<file path="config.mk">
export PLATFORM = sky130hd
export DESIGN_NAME = i2cMasterTop
export DESIGN_NICKNAME = d
export VERILOG_FILES = /design/src/rtl/i2cPkg.sv /design/src/rtl/apbRegs.sv /design/src/rtl/bitTimer.sv /design/src/rtl/byteShifter.sv /design/src/rtl/i2cSequencer.sv /design/src/rtl/i2cMasterTop.sv
export VERILOG_INCLUDE_DIRS = /design/src /design/src/include
export SDC_FILE = /design/constraint.sdc
export NUM_CORES = 1
export LEC_CHECK = 0
export ABC_AREA = 0
export BUFFER_PORTS_ARGS = -buffer_cell sky130_fd_sc_hd__clkbuf_2
export CAP_MARGIN = 20
export CORE_ASPECT_RATIO = 0.8
export CORE_UTILIZATION = 55
export CTS_BUF_LIST = sky130_fd_sc_hd__clkbuf_4 sky130_fd_sc_hd__clkbuf_8 sky130_fd_sc_hd__clkbuf_16
export CTS_CLUSTER_DIAMETER = 150
export CTS_CLUSTER_SIZE = 12
export DETAILED_ROUTE_END_ITERATION = 10
export PLACE_DENSITY = 0.8
export SLEW_MARGIN = 5
export SYNTH_ARGS = -nofsm -noshare
export SYNTH_HDL_FRONTEND = slang
export SYNTH_SLANG_ARGS = --single-unit
</file>
<file path="constraint.sdc">
create_clock -name FSM_Clk -period 3.8 [get_ports FSM_Clk]
set_input_delay 0 -clock FSM_Clk [delete_from_list [all_inputs] [get_ports FSM_Clk]]
set_output_delay 0 -clock FSM_Clk [all_outputs]
set_load 0.02 [all_outputs]
</file>
<file path="src/include/i2cMaster_params.svh">
`ifndef I2C_MASTER_PARAMS_SVH
`define I2C_MASTER_PARAMS_SVH

// FSM_Clk cycles per quarter of an I2C bit
// Four quarters make one SCL period
// Small value keeps simulation short
`define I2C_QUARTER_DIV 4

// APB byte offsets of the register map
// CTRL bit 0 starts a transaction, bit 1 selects read
`define REG_CTRL 8'h00

// STATUS bit 0 busy, bit 1 done, bit 2 ackError
`define REG_STATUS 8'h04

`define REG_DEVADDR 8'h08
`define REG_REGADDR 8'h0C
`define REG_WDATA 8'h10

// Byte returned by the last read transaction
`define REG_RDATA 8'h14

`endif

</file>
<file path="src/rtl/i2cPkg.sv">
`default_nettype none

package i2cPkg;

    // One byte on the bus, data or address
    typedef logic [7:0] byte_t;

    // APB byte address
    typedef logic [7:0] apbAddr_t;

    // Quarter of the current I2C bit
    // SCL is low, high, high, low across the four
    typedef enum logic [1:0] {
        lowSet     = 2'd0,
        riseHigh   = 2'd1,
        highSample = 2'd2,
        fallLow    = 2'd3
    } phase_t;

    // Transaction sequencer states
    // Each state lasts a whole number of bits
    typedef enum logic [3:0] {
        idle       = 4'd0,
        start      = 4'd1,
        sendByte   = 4'd2,
        getAck     = 4'd3,
        restart    = 4'd4,
        recvByte   = 4'd5,
        masterNack = 4'd6,
        stop       = 4'd7
    } seqState_t;

endpackage

`default_nettype wire

</file>
<file path="src/rtl/apbRegs.sv">
`default_nettype none
`include "i2cMaster_params.svh"

module apbRegs (
    input  logic             FSM_Clk,
    input  logic             reset,
    input  logic             psel,
    input  logic             penable,
    input  logic             pwrite,
    input  i2cPkg::apbAddr_t paddr,
    input  logic [31:0]      pwdata,
    input  logic             busy,
    input  logic             donePulse,
    input  logic             ackError,
    input  i2cPkg::byte_t    rxByte,
    output logic [31:0]      prdata,
    output logic             pready,
    output logic             pslverr,
    output logic             startPulse,
    output logic             readMode,
    output logic [6:0]       devAddr,
    output i2cPkg::byte_t    regAddr,
    output i2cPkg::byte_t    writeByte
);
    import i2cPkg::*;

    logic  writeAccess;
    logic  startReq;
    logic  busyView;
    logic  doneFlag;
    logic  ackErrFlag;
    byte_t readData;

    assign writeAccess = psel && penable && pwrite;
    // Covers the cycle between the start access and the sequencer leaving idle
    assign busyView = busy || startPulse;
    assign startReq = writeAccess && (paddr == `REG_CTRL) && pwdata[0];

    // No wait states
    assign pready = 1'b1;
    assign pslverr = startReq && busyView;

    always_ff @(posedge FSM_Clk) begin
        if (reset) begin
            startPulse <= 1'b0;
            readMode   <= 1'b0;
            devAddr    <= '0;
            regAddr    <= '0;
            writeByte  <= '0;
            readData   <= '0;
            doneFlag   <= 1'b0;
            ackErrFlag <= 1'b0;
        end else begin
            startPulse <= startReq && !busyView;
            if (writeAccess) begin
                case (paddr)
                    `REG_CTRL: begin
                        // Whole CTRL write is dropped while a transfer runs
                        if (!busyView) begin
                            readMode <= pwdata[1];
                        end
                    end
                    `REG_DEVADDR: devAddr <= pwdata[6:0];
                    `REG_REGADDR: regAddr <= pwdata[7:0];
                    `REG_WDATA:   writeByte <= pwdata[7:0];
                    default: ;
                endcase
            end
            // Sticky status, cleared by the next accepted start
            if (startReq && !busyView) begin
                doneFlag   <= 1'b0;
                ackErrFlag <= 1'b0;
            end else if (donePulse) begin
                doneFlag   <= 1'b1;
                ackErrFlag <= ackError;
                if (readMode) begin
                    readData <= rxByte;
                end
            end
        end
    end

    always_comb begin
        prdata = '0;
        case (paddr)
            `REG_CTRL:    prdata = {30'd0, readMode, 1'b0};
            `REG_STATUS:  prdata = {29'd0, ackErrFlag, doneFlag, busyView};
            `REG_DEVADDR: prdata = {25'd0, devAddr};
            `REG_REGADDR: prdata = {24'd0, regAddr};
            `REG_WDATA:   prdata = {24'd0, writeByte};
            `REG_RDATA:   prdata = {24'd0, readData};
            default: ;
        endcase
    end

    // Access phase only ever follows a selected setup phase
    assert property (@(posedge FSM_Clk) disable iff (reset) penable |-> psel)
        else $error("APB penable high without psel");

endmodule

`default_nettype wire

</file>
<file path="src/rtl/bitTimer.sv">
`default_nettype none
`include "i2cMaster_params.svh"

module bitTimer (
    input  logic            FSM_Clk,
    input  logic            reset,
    input  logic            timerRun,
    output logic            quarterTick,
    output i2cPkg::phase_t  phase
);
    import i2cPkg::*;

    localparam logic [9:0] quarterDiv = `I2C_QUARTER_DIV;

    logic [9:0] divCount;

    // Tick lands quarterDiv cycles after timerRun rises
    always_ff @(posedge FSM_Clk) begin
        if (reset || !timerRun) begin
            divCount    <= quarterDiv - 10'd1;
            quarterTick <= 1'b0;
            phase       <= lowSet;
        end else begin
            quarterTick <= (divCount == '0);
            if (divCount == '0) begin
                divCount <= quarterDiv - 10'd1;
            end else begin
                divCount <= divCount - 10'd1;
            end
            // Phase wraps from fallLow back to lowSet
            if (quarterTick) begin
                phase <= phase_t'(phase + 2'd1);
            end
        end
    end

    // Single-cycle tick relies on a divisor of at least two
    assert property (@(posedge FSM_Clk) disable iff (reset) quarterTick |=> !quarterTick)
        else $error("quarterTick held for two cycles");

endmodule

`default_nettype wire

</file>
<file path="src/rtl/byteShifter.sv">
`default_nettype none

module byteShifter (
    input  logic          FSM_Clk,
    input  logic          reset,
    input  logic          load,
    input  i2cPkg::byte_t loadByte,
    input  logic          shift,
    input  logic          sample,
    input  logic          sdaIn,
    output logic          txBit,
    output i2cPkg::byte_t rxByte
);
    import i2cPkg::*;

    // Shared by transmit and receive, MSB first on the wire
    byte_t shiftReg;

    always_ff @(posedge FSM_Clk) begin
        if (reset) begin
            shiftReg <= '0;
        end else if (load) begin
            shiftReg <= loadByte;
        end else if (shift) begin
            // Next bit moves into the MSB
            shiftReg <= {shiftReg[6:0], 1'b0};
        end else if (sample) begin
            // Eight samples replace the whole byte
            shiftReg <= {shiftReg[6:0], sdaIn};
        end
    end

    assign txBit = shiftReg[7];
    assign rxByte = shiftReg;

endmodule

`default_nettype wire

</file>
<file path="src/rtl/i2cSequencer.sv">
`default_nettype none

module i2cSequencer (
    input  logic           FSM_Clk,
    input  logic           reset,
    input  logic           startPulse,
    input  logic           readMode,
    input  logic [6:0]     devAddr,
    input  i2cPkg::byte_t  regAddr,
    input  i2cPkg::byte_t  writeByte,
    input  logic           quarterTick,
    input  i2cPkg::phase_t phase,
    input  logic           txBit,
    input  logic           sdaIn,
    output logic           timerRun,
    output logic           load,
    output i2cPkg::byte_t  loadByte,
    output logic           shift,
    output logic           sample,
    output logic           scl,
    output logic           sdaDriveLow,
    output logic           busy,
    output logic           donePulse,
    output logic           ackError
);
    import i2cPkg::*;

    // Which byte of the frame is on the bus
    typedef enum logic [1:0] {
        selAddrWr,
        selReg,
        selData,
        selAddrRd
    } byteSel_t;

    seqState_t state;
    seqState_t nextState;
    byteSel_t  byteSel;
    logic [2:0] bitCnt;
    logic      modeRead;
    logic      lastQuarter;
    logic      highPhase;
    logic      condState;

    assign lastQuarter = quarterTick && (phase == fallLow);
    assign highPhase = (phase == riseHigh) || (phase == highSample);
    assign condState = (state == start) || (state == restart) || (state == stop);
    assign busy = (state != idle);
    assign donePulse = lastQuarter && (state == stop);

    always_comb begin
        nextState = state;
        load = 1'b0;
        loadByte = '0;
        shift = 1'b0;
        sample = 1'b0;
        case (state)
            idle: if (startPulse) nextState = start;
            start: begin
                if (lastQuarter) begin
                    nextState = sendByte;
                    load = 1'b1;
                    loadByte = {devAddr, 1'b0};
                end
            end
            sendByte: begin
                if (lastQuarter) begin
                    if (bitCnt == 3'd0) nextState = getAck;
                    else shift = 1'b1;
                end
            end
            getAck: begin
                if (lastQuarter) begin
                    // Missing acknowledge cuts straight to STOP
                    if (ackError) begin
                        nextState = stop;
                    end else begin
                        case (byteSel)
                            selAddrWr: begin
                                nextState = sendByte;
                                load = 1'b1;
                                loadByte = regAddr;
                            end
                            selReg: begin
                                if (modeRead) begin
                                    nextState = restart;
                                end else begin
                                    nextState = sendByte;
                                    load = 1'b1;
                                    loadByte = writeByte;
                                end
                            end
                            selData: nextState = stop;
                            default: nextState = recvByte;
                        endcase
                    end
                end
            end
            restart: begin
                if (lastQuarter) begin
                    nextState = sendByte;
                    load = 1'b1;
                    loadByte = {devAddr, 1'b1};
                end
            end
            recvByte: begin
                sample = quarterTick && (phase == highSample);
                if (lastQuarter && bitCnt == 3'd0) nextState = masterNack;
            end
            masterNack: if (lastQuarter) nextState = stop;
            default: if (lastQuarter) nextState = idle;
        endcase
    end

    always_ff @(posedge FSM_Clk) begin
        if (reset) begin
            state    <= idle;
            byteSel  <= selAddrWr;
            bitCnt   <= 3'd7;
            modeRead <= 1'b0;
            ackError <= 1'b0;
            timerRun <= 1'b0;
        end else begin
            state    <= nextState;
            timerRun <= (nextState != idle);
            if (state == idle && startPulse) begin
                modeRead <= readMode;
                ackError <= 1'b0;
                byteSel  <= selAddrWr;
            end
            if (lastQuarter) begin
                if ((state == sendByte || state == recvByte) && bitCnt != 3'd0) begin
                    bitCnt <= bitCnt - 3'd1;
                end else begin
                    bitCnt <= 3'd7;
                end
            end
            if (state == getAck && quarterTick && phase == highSample && sdaIn) begin
                ackError <= 1'b1;
            end
            if (state == getAck && lastQuarter) begin
                if (byteSel == selAddrWr) byteSel <= selReg;
                else if (byteSel == selReg) byteSel <= modeRead ? selAddrRd : selData;
            end
        end
    end

    // Line levels per state and quarter
    always_comb begin
        case (state)
            idle: begin
                scl = 1'b1;
                sdaDriveLow = 1'b0;
            end
            start: begin
                scl = (phase != fallLow);
                sdaDriveLow = (phase != lowSet);
            end
            sendByte: begin
                scl = highPhase;
                sdaDriveLow = !txBit;
            end
            restart: begin
                scl = highPhase;
                sdaDriveLow = (phase == highSample) || (phase == fallLow);
            end
            stop: begin
                // SCL stays high once released so SDA rises last
                scl = (phase != lowSet);
                sdaDriveLow = (phase == lowSet) || (phase == riseHigh);
            end
            default: begin
                scl = highPhase;
                sdaDriveLow = 1'b0;
            end
        endcase
    end

    // Data bits only move while SCL is low
    assert property (@(posedge FSM_Clk) disable iff (reset)
        (scl && $past(scl) && !condState && !$past(condState)) |-> $stable(sdaDriveLow))
        else $error("SDA changed with SCL high in state %s", state.name());

endmodule

`default_nettype wire

</file>
<file path="src/rtl/i2cMasterTop.sv">
`default_nettype none

module i2cMasterTop (
    input  logic             FSM_Clk,
    input  logic             reset,
    input  logic             psel,
    input  logic             penable,
    input  logic             pwrite,
    input  i2cPkg::apbAddr_t paddr,
    input  logic [31:0]      pwdata,
    output logic [31:0]      prdata,
    output logic             pready,
    output logic             pslverr,
    output logic             scl,
    output logic             sdaDriveLow,
    input  logic             sdaIn
);
    import i2cPkg::*;

    logic       startPulse;
    logic       readMode;
    logic [6:0] devAddr;
    byte_t      regAddr;
    byte_t      writeByte;
    logic       busy;
    logic       donePulse;
    logic       ackError;
    byte_t      rxByte;
    logic       timerRun;
    logic       quarterTick;
    phase_t     phase;
    logic       load;
    byte_t      loadByte;
    logic       shift;
    logic       sample;
    logic       txBit;

    apbRegs i_apbRegs (
        .FSM_Clk(FSM_Clk), .reset(reset),
        .psel(psel), .penable(penable), .pwrite(pwrite), .paddr(paddr), .pwdata(pwdata),
        .busy(busy), .donePulse(donePulse), .ackError(ackError), .rxByte(rxByte),
        .prdata(prdata), .pready(pready), .pslverr(pslverr),
        .startPulse(startPulse), .readMode(readMode), .devAddr(devAddr),
        .regAddr(regAddr), .writeByte(writeByte)
    );

    bitTimer i_bitTimer (
        .FSM_Clk(FSM_Clk), .reset(reset), .timerRun(timerRun),
        .quarterTick(quarterTick), .phase(phase)
    );

    byteShifter i_byteShifter (
        .FSM_Clk(FSM_Clk), .reset(reset),
        .load(load), .loadByte(loadByte), .shift(shift), .sample(sample), .sdaIn(sdaIn),
        .txBit(txBit), .rxByte(rxByte)
    );

    i2cSequencer i_i2cSequencer (
        .FSM_Clk(FSM_Clk), .reset(reset),
        .startPulse(startPulse), .readMode(readMode), .devAddr(devAddr),
        .regAddr(regAddr), .writeByte(writeByte),
        .quarterTick(quarterTick), .phase(phase), .txBit(txBit), .sdaIn(sdaIn),
        .timerRun(timerRun), .load(load), .loadByte(loadByte), .shift(shift),
        .sample(sample), .scl(scl), .sdaDriveLow(sdaDriveLow),
        .busy(busy), .donePulse(donePulse), .ackError(ackError)
    );

endmodule

`default_nettype wire

</file>
==> impl_summary.log, run 1 <==
[metrics] top_reg_cell synth: dfxtp_1
[metrics] required time at the endpoint of the critical path: ~4100 ps
[metrics] post-CTS setup buffer count: 0
[metrics] number of enable flip-flop cells after synthesis: 0
[metrics] Max stage delay on crit path: roughly 810 ps
[metrics] number of antenna violations at the first check in global routing: 0
[metrics] Pint: 1.002 mW
[metrics] fraction of final layout cells with drive strength greater than 1: 0.1351
[metrics] sink count of the clock tree: 68
[metrics] maximum VDD drop: ~0.00026 V
[metrics] Syn. warnings: 0
[metrics] area share of and/or/nand/nor cells after synthesis: 0.2414
[metrics] cts bufs inserted: 9
[metrics] slew margin rel.: 0.3592
[metrics] TritonCTS clock tree: done
[metrics] LEAKAGE: 1.487 nW
[metrics] time the worst path needs with I/O delays and setup: around 2500 ps
[metrics] clock transition at the registers of the reported paths: about 80 ps
[metrics] Port Buffers: 32
[metrics] effective utilization at floorplan: 0.5868
[metrics] asr flop ratio synth: 0
[metrics] outcome: complete, no violations
[metrics] Max Clk Rate: between 400 and 500 MHz
[metrics] final estimated routing congestion in global placement: ~0.86
[metrics] arrival time at the worst endpoint: between 2000 and 3000 ps
[metrics] Largest delay share family, worst path: flip-flops
[metrics] number of cells produced by synthesis: between 400 and 500
[metrics] portion of total power attributed to the clock network: 0.411
[metrics] Residual DRC: 0
[metrics] combinational family with the most area after synthesis: simple AND/OR/NAND/NOR gates
[metrics] count of maximum capacitance violations: 0
[metrics] utilization after layout: 0.6386
[metrics] Net Switching: around 0.33 mW
[metrics] Slowest cell on crit path: dfxtp_1
[metrics] maximum buffer depth of the clock tree: 2
[metrics] mean post-synth cell area: between 8 and 9 um^2
[metrics] final-layout setup total negative slack: 0 ps
[metrics] number of vias in the routed layout: between 3000 and 4000
[metrics] number of setup violations in the final report: 0
[metrics] classification of the worst setup path: flip-flop to flip-flop
[metrics] sequential share of power: 0.534
[metrics] ANT cells: 0
[metrics] post-synthesis to final-layout area growth: 8.825%
[metrics] top library cells by usage in the layout, fill and taps aside: dfxtp_1 (68), nand2_1 (53), nor2_1 (49), clkbuf_2 (32)
[metrics] maximum clock skew at final layout: ~7.5 ps
[metrics] power density over the cells: 317.8 nW/um^2
[metrics] crit path cell chain: a211o_4, a2111oi_4, nor3_2, a211oi_1, a211oi_1
[metrics] Slew @ Worst Pin: 956.1 ps
[metrics] DR vias/cell: approximately 6
[metrics] overall die area: 7352 um^2
[metrics] CP Depth: 5
[metrics] Gates resized, CTS repair: 0
[metrics] library cell used as clock root buffer: clkbuf_8
[metrics] vias in the first global route: roughly 3200
[metrics] core area: approximately 6600 um^2
[metrics] library cells used by synthesis: 65
[metrics] Detailed Routing Iterations Pass 1: 5
[metrics] share of synthesized area occupied by flip-flops and latches: 0.3530
[metrics] pin count of the biggest net entering global routing: 55
[metrics] fraction of the mapped netlist area in compound gates: 0.1807
[metrics] final count of pins violating max slew: 0
[metrics] total routing usage reported by global routing: 0.2570
[metrics] Hold WC Path Type: input port to flip-flop
[metrics] Detailed Route WL: 8.700 mm
[metrics] total chip power: between 1 and 1.5 mW
[metrics] mapped cell area: ~3900 um^2
[metrics] setup repair after global routing missed its margin: no
[metrics] estimated wirelength of the detail-placed design: between 6 and 7 mm
[metrics] share of the cycle needed by the critical path after routing: 0.6455
[metrics] y dimension of the die: roughly 77 um
[metrics] clk_lat worst skew: between 300 and 400 ps
[metrics] biggest fanout along the worst timing path: 21
[metrics] floorplan row count: 26
[metrics] proportion of synthesized area in mux cells: 0.06587
[metrics] Critical Path Source Type: flip-flop
[metrics] adder-cell share of the synthesized area: 0.02596
[metrics] number of cells traversed by the worst register-to-register path: 5
[metrics] Switching Share: 0.2489
[metrics] area share of xor/xnor cells in the synthesized design: 0.02953
[metrics] combinational fraction of design power: 0.055
[metrics] number of buffer and inverter stages on the critical path: 0
[metrics] num ports: 82
[metrics] flop and latch count out of synthesis: 68
[metrics] instance count along the most critical hold path: 5
[metrics] post-DR wirelength/cell: around 15 um
[metrics] Remaining Overflow, GRT: 0
[metrics] number of design-rule violations left by the first detailed-router iteration: ~310
[metrics] Final Hold Violating Endpoints: 0
[metrics] final-stage net count: 545
[metrics] most frequent standard cell in the layout excluding fill and tap cells: dfxtp_1
[metrics] Horiz. Die Dim: about 96 um
[metrics] Critical Path End Type: flip-flop
[metrics] # H-tree levels: 3
[metrics] cell occurring most often along the worst timing path: a211oi_1
[metrics] DRT antenna net count: 0
[metrics] global-route wire length before repair: 14.86 mm
## state kept, by name (all words and copies together), names as in the netlist, 3 cells and up
name and flops:
i_apbRegs.devAddr 7, i_apbRegs.readData 8, i_apbRegs.regAddr 8, i_apbRegs.writeByte 8, i_bitTimer.divCount 10, i_byteShifter.rxByte 8
i_i2cSequencer.bitCnt 3, i_i2cSequencer.state 4
## cells by family after synthesis
kind of cell               count (synthesis)
and+or+nand+nor                          183
AOI/OAI and AO/OA                         95
buffers and inverters                     72
DFF                                       68
muxes                                     24
xor gates and xnor gates                  13
adders and majority gates                  8
other                                      2
## final cells by class
type	count	area, um^2
sequential	68	1361
inverter	20	75.07
tap	84	105.1
timing repair buffer	44	287.8
clock inverter	4	25.02
multi-input combinational	348	2190
fill	574	2375
clock buffer	12	152.6
## metal layers
metal / vias to the layer above / GRT usage / part of all wire
met5: - / 0 / 0
met4: 0 / 0.08507 / 0.019
met3: 27 / 0.06052 / 0.069
met2: 151 / 0.3957 / 0.46
met1: 1583 / 0.3510 / 0.45
li1: 1637 / - / -
## worst min-delay path, stage by stage
cell	delay (ps)
clkbuf_2	80
nand3_1	130
nor3_1	110
nand2_1	70
nor3_1	40
## stage by stage
step / area [um^2] / hold slack, ps / setup WS (ps) / instances
2_1_floorplan: 3943 / 108.8 / 1965 / 488
3_5_place_dp: 3899 / 261.4 / 1451 / 553
3_3_place_gp: 3899 / 247.8 / 1573 / 553
6_report: 4197 / 116.7 / 1347 / 580
5_1_grt: 4197 / 150.8 / 1173 / 580
4_1_cts: 4167 / 105.1 / 1386 / 578
## repair_timing
item / in CTS / in global routing
setup endpoints to repair: 0 / 0
hold buffers: 9 / 1
endpoints found under the hold margin: 28 / 1
## final timing paths
kind / startpoint / end / slack (ps)
worst max register to register: i_i2cSequencer.byteSel[0] / i_byteShifter.rxByte[3] / 1350
worst min register to register: i_bitTimer.divCount[0] / i_bitTimer.divCount[0] / 460
worst max-delay path: i_i2cSequencer.byteSel[0] / i_byteShifter.rxByte[3] / 1350
worst min-delay path: penable / i_apbRegs.startPulse / 120
## power groups by stage
stage	sequential, mW	combinational (mW)	clock, mW
after CTS	0.712	0.0689	0.553
after floorplan	0.729	0.0631	0
after global routing	0.712	0.0811	0.583
final	0.712	0.0733	0.548
after detailed placement	0.729	0.0617	0
after global placement	0.729	0.0610	0
## cell usage after synthesis (3+ instances only)
master,n,area share
inv_1,19,0.018
mux2i_1,22,0.057
nand3b_1,3,0.0058
a32oi_1,3,0.0068
ha_1,8,0.026
o2bb2ai_1,7,0.016
dfxtp_1,68,0.35
buf_2,10,0.013
nand2_1,53,0.052
nand2b_1,6,0.0097
a311oi_1,4,0.0091
o22ai_1,3,0.0049
or3_1,3,0.0049
nor2b_1,13,0.021
nor3_1,14,0.018
a22oi_1,6,0.012
nand3_1,18,0.023
a211oi_1,15,0.029
nand4_1,3,0.0049
o211ai_1,4,0.0078
xnor2_1,8,0.018
nor2_1,49,0.048
buf_4,27,0.053
clkbuf_1,13,0.013
xor2_1,5,0.011
o21ai_0,3,0.0039
a21oi_1,25,0.032
a31oi_1,8,0.013
Note: power is estimated with default switching activity, not from simulation.
==> run 2: changes to the inputs <==
==> constraint.sdc (replaced) <==
create_clock -name FSM_Clk -period 2.55 [get_ports FSM_Clk]
set_input_delay 0 -clock FSM_Clk [delete_from_list [all_inputs] [get_ports FSM_Clk]]
set_output_delay 0 -clock FSM_Clk [all_outputs]
set_load 0.02 [all_outputs]
==> run 2 against run 1 <==
Effect of this change:
- count of clock-buffer cells in the layout unchanged
- sequential share of layout area down 0.50 points
- worst hold slack better by 1.4 ps
- core utilization up 0.99 points
- global-route usage up 0.77 points
- first-iteration DRC count down 5.7%
- setup slack worse by 1100 ps
- largest power group unchanged
==> impl_summary.log, run 2 (synthesis gave the netlist of run 1 again) <==
[metrics] TritonCTS clock tree: done
[metrics] number of design-rule violations left by the first detailed-router iteration: about 300
[metrics] outcome: complete, no violations
[metrics] Hold WC Path Type: input port to flip-flop
[metrics] cts bufs inserted: 9
[metrics] Critical Path End Type: output port
[metrics] critical path capture point: prdata[0]
[metrics] CP Depth: 7
[metrics] maximum buffer depth of the clock tree: 2
[metrics] sequential share of power: 0.491
[metrics] DR vias/cell: a little under 6
[metrics] overall die area: 7352 um^2
[metrics] number of setup violations in the final report: 0
[metrics] Cells after DPL: 560
[metrics] floorplan row count: 26
[metrics] Largest delay share family, worst path: simple AND/OR/NAND/NOR gates
[metrics] top library cells by usage in the layout, fill and taps aside: dfxtp_1 (68), nand2_1 (53), nor2_1 (49), clkbuf_2 (32)
[metrics] library cell used as clock root buffer: clkbuf_8
[metrics] required time at the endpoint of the critical path: around 2600 ps
[metrics] # H-tree levels: 3
[metrics] number of vias in the routed layout: roughly 3500
[metrics] fraction of final layout cells with drive strength greater than 1: 0.1457
[metrics] Crit Reg-Reg Endpoint: i_i2cSequencer.timerRun
[metrics] share of the cycle needed by the critical path after routing: 0.9138
[metrics] Critical Path Source Type: flip-flop
[metrics] Slew @ Worst Pin: around 950 ps
[metrics] r2r startpoint: i_bitTimer.phase[0]
[metrics] Slowest cell on crit path: dfxtp_1
[metrics] vias in the first global route: approximately 3200
[metrics] pin count of the biggest net entering global routing: 35
[metrics] number of antenna violations at the first check in global routing: 0
[metrics] y dimension of the die: 76.90 um
[metrics] DRT antenna net count: 0
[metrics] setup slack after layout: 219.7 ps
[metrics] post-CTS setup buffer count: 0
[metrics] Horiz. Die Dim: about 96 um
[metrics] effective utilization at floorplan: 0.5868
[metrics] final estimated routing congestion in global placement: a little under 0.9
[metrics] estimated wirelength of the detail-placed design: about 6.3 mm
[metrics] slew margin rel.: 0.3625
[metrics] post-DR wirelength/cell: approximately 15 um
[metrics] total chip power: ~2.2 mW
[metrics] Max stage delay on crit path: roughly 440 ps
[metrics] core area: around 6600 um^2
[metrics] total of hold buffers inserted after clock tree synthesis: 9
[metrics] Remaining Overflow, GRT: 0
[metrics] ANT cells: 0
[metrics] power density over the cells: between 500 and 600 nW/um^2
[metrics] Switching Share: 0.2252
[metrics] portion of total power attributed to the clock network: 0.460
[metrics] combinational fraction of design power: 0.049
[metrics] Port Buffers: 32
[metrics] Residual DRC: 0
[metrics] arrival time at the worst endpoint: around 2300 ps
[metrics] maximum VDD drop: 0.0004223 V
[metrics] final-layout setup total negative slack: 0 ps
[metrics] setup repair after global routing missed its margin: no
[metrics] total routing usage reported by global routing: 0.2647
[metrics] Max Clk Rate: ~430 MHz
[metrics] crit path cell chain: buf_4, nor4_2, and2b_1, a2bb2oi_1, nor3_1, a221o_1, clkbuf_2
[metrics] minimum setup slack after placement: between 300 and 400 ps
[metrics] sink count of the clock tree: just under 70
[metrics] most frequent standard cell in the layout excluding fill and tap cells: dfxtp_1
[metrics] LEAKAGE: between 1.5 and 2 nW
[metrics] Detailed Routing Iterations Pass 1: 5
[metrics] crit path launch: i_i2cSequencer.state[1]
[metrics] maximum clock skew at final layout: ~5.4 ps
[metrics] number of standard cells in the layout, taps in and fillers out: ~600
[metrics] register with the most flip-flops: i_bitTimer.divCount
[metrics] count of maximum capacitance violations: 0
[metrics] number of cells traversed by the worst register-to-register path: 6
[metrics] final-stage net count: 550
[metrics] final count of pins violating max slew: 0
[metrics] clock transition at the registers of the reported paths: approximately 70 ps
[metrics] clk_lat worst skew: 350 ps
[metrics] Net Switching: ~0.49 mW
[metrics] Final Hold Violating Endpoints: 0
[metrics] Worst R2R Setup Slack: approximately 270 ps
[metrics] num ports: between 80 and 90
[metrics] number of flip-flops under the largest register name: 10
[metrics] Detailed Route WL: just under 9 mm
[metrics] Pint: about 1.7 mW
[metrics] time the worst path needs with I/O delays and setup: 2330 ps
[metrics] global-route wire length before repair: 15.25 mm
[metrics] biggest fanout along the worst timing path: 10
[metrics] post-synthesis to final-layout area growth: 10.51%
[metrics] classification of the worst setup path: flip-flop to output port
[metrics] Gates resized, CTS repair: 0
[metrics] number of buffer and inverter stages on the critical path: 2
-- run 2: cell types whose count changed in the layout (fill, tap and decap cells not counted) --
cell	delta
clkinv_4	+1
buf_4	+7
dlygate4sd3_1	-1
clkinvlp_4	-2
buf_12	-1
clkbuf_4	+1
clkbuf_8	-1
clkinv_2	-1
bufinv_16	+2
-- run 2: worst min path at each step --
| stage | to | cells after the start | slack, ps | start |
|---|---|---|---|---|
| after floorplan | i_apbRegs.doneFlag | 1 | 110 | pwdata[0] |
| after global placement | i_apbRegs.writeByte[7] | 3 | 250 | pwdata[7] |
| after detailed placement | i_apbRegs.writeByte[7] | 3 | 260 | pwdata[7] |
| after CTS | i_apbRegs.startPulse | 5 | 100 | penable |
| after global routing | i_apbRegs.startPulse | 5 | 140 | penable |
| final | i_apbRegs.startPulse | 5 | 120 | penable |
-- run 2: area by class of cell --
class	instances	area [um^2]
multi-input combinational	348	2190
sequential	68	1361
fill	573	2310
inverter	20	75.07
clock buffer	12	146.4
tap	84	105.1
clock inverter	4	73.82
timing repair buffer	49	310.3
-- run 2: stage by stage --
stage | hold WS (ps) | utilization | instance area [um^2]
2_1_floorplan | 108.8 | - | 3943
3_3_place_gp | 247.4 | 0.6013 | 3951
3_5_place_dp | 259.6 | 0.6013 | 3951
4_1_cts | 101.3 | 0.6485 | 4262
5_1_grt | 141.6 | 0.6485 | 4262
6_report | 118.1 | 0.6485 | 4262
-- run 2: power by group through the flow --
| stage | Sequential (mW) | Combinational [mW] | Clock [mW] |
|---|---|---|---|
| after floorplan | 1.09 | 0.0941 | 0 |
| after global placement | 1.09 | 0.0926 | 0 |
| after detailed placement | 1.09 | 0.0931 | 0 |
| after CTS | 1.06 | 0.104 | 1.01 |
| after global routing | 1.06 | 0.116 | 1.05 |
| final | 1.06 | 0.106 | 0.995 |
-- run 2: worst reg2reg max path, delay by kind of cell, from the launching register on --
family                   cells  cell delay (ps)
AND/OR/NAND/NOR              1              400
AO/OA/AOI/OAI                4             1040
flip-flops                   1              410
adder cells (fa/ha/maj)      1              330
-- run 2: per-layer routing --
layer | vias up | share of wire | wire [um] | global-route usage
met5 | - | 0 | 0 | 0
li1 | 1645 | - | - | -
met4 | 0 | 0.017 | 154 | 0.08209
met1 | 1614 | 0.43 | 3870 | 0.3453
met3 | 24 | 0.081 | 725 | 0.05853
met2 | 177 | 0.47 | 4194 | 0.4321
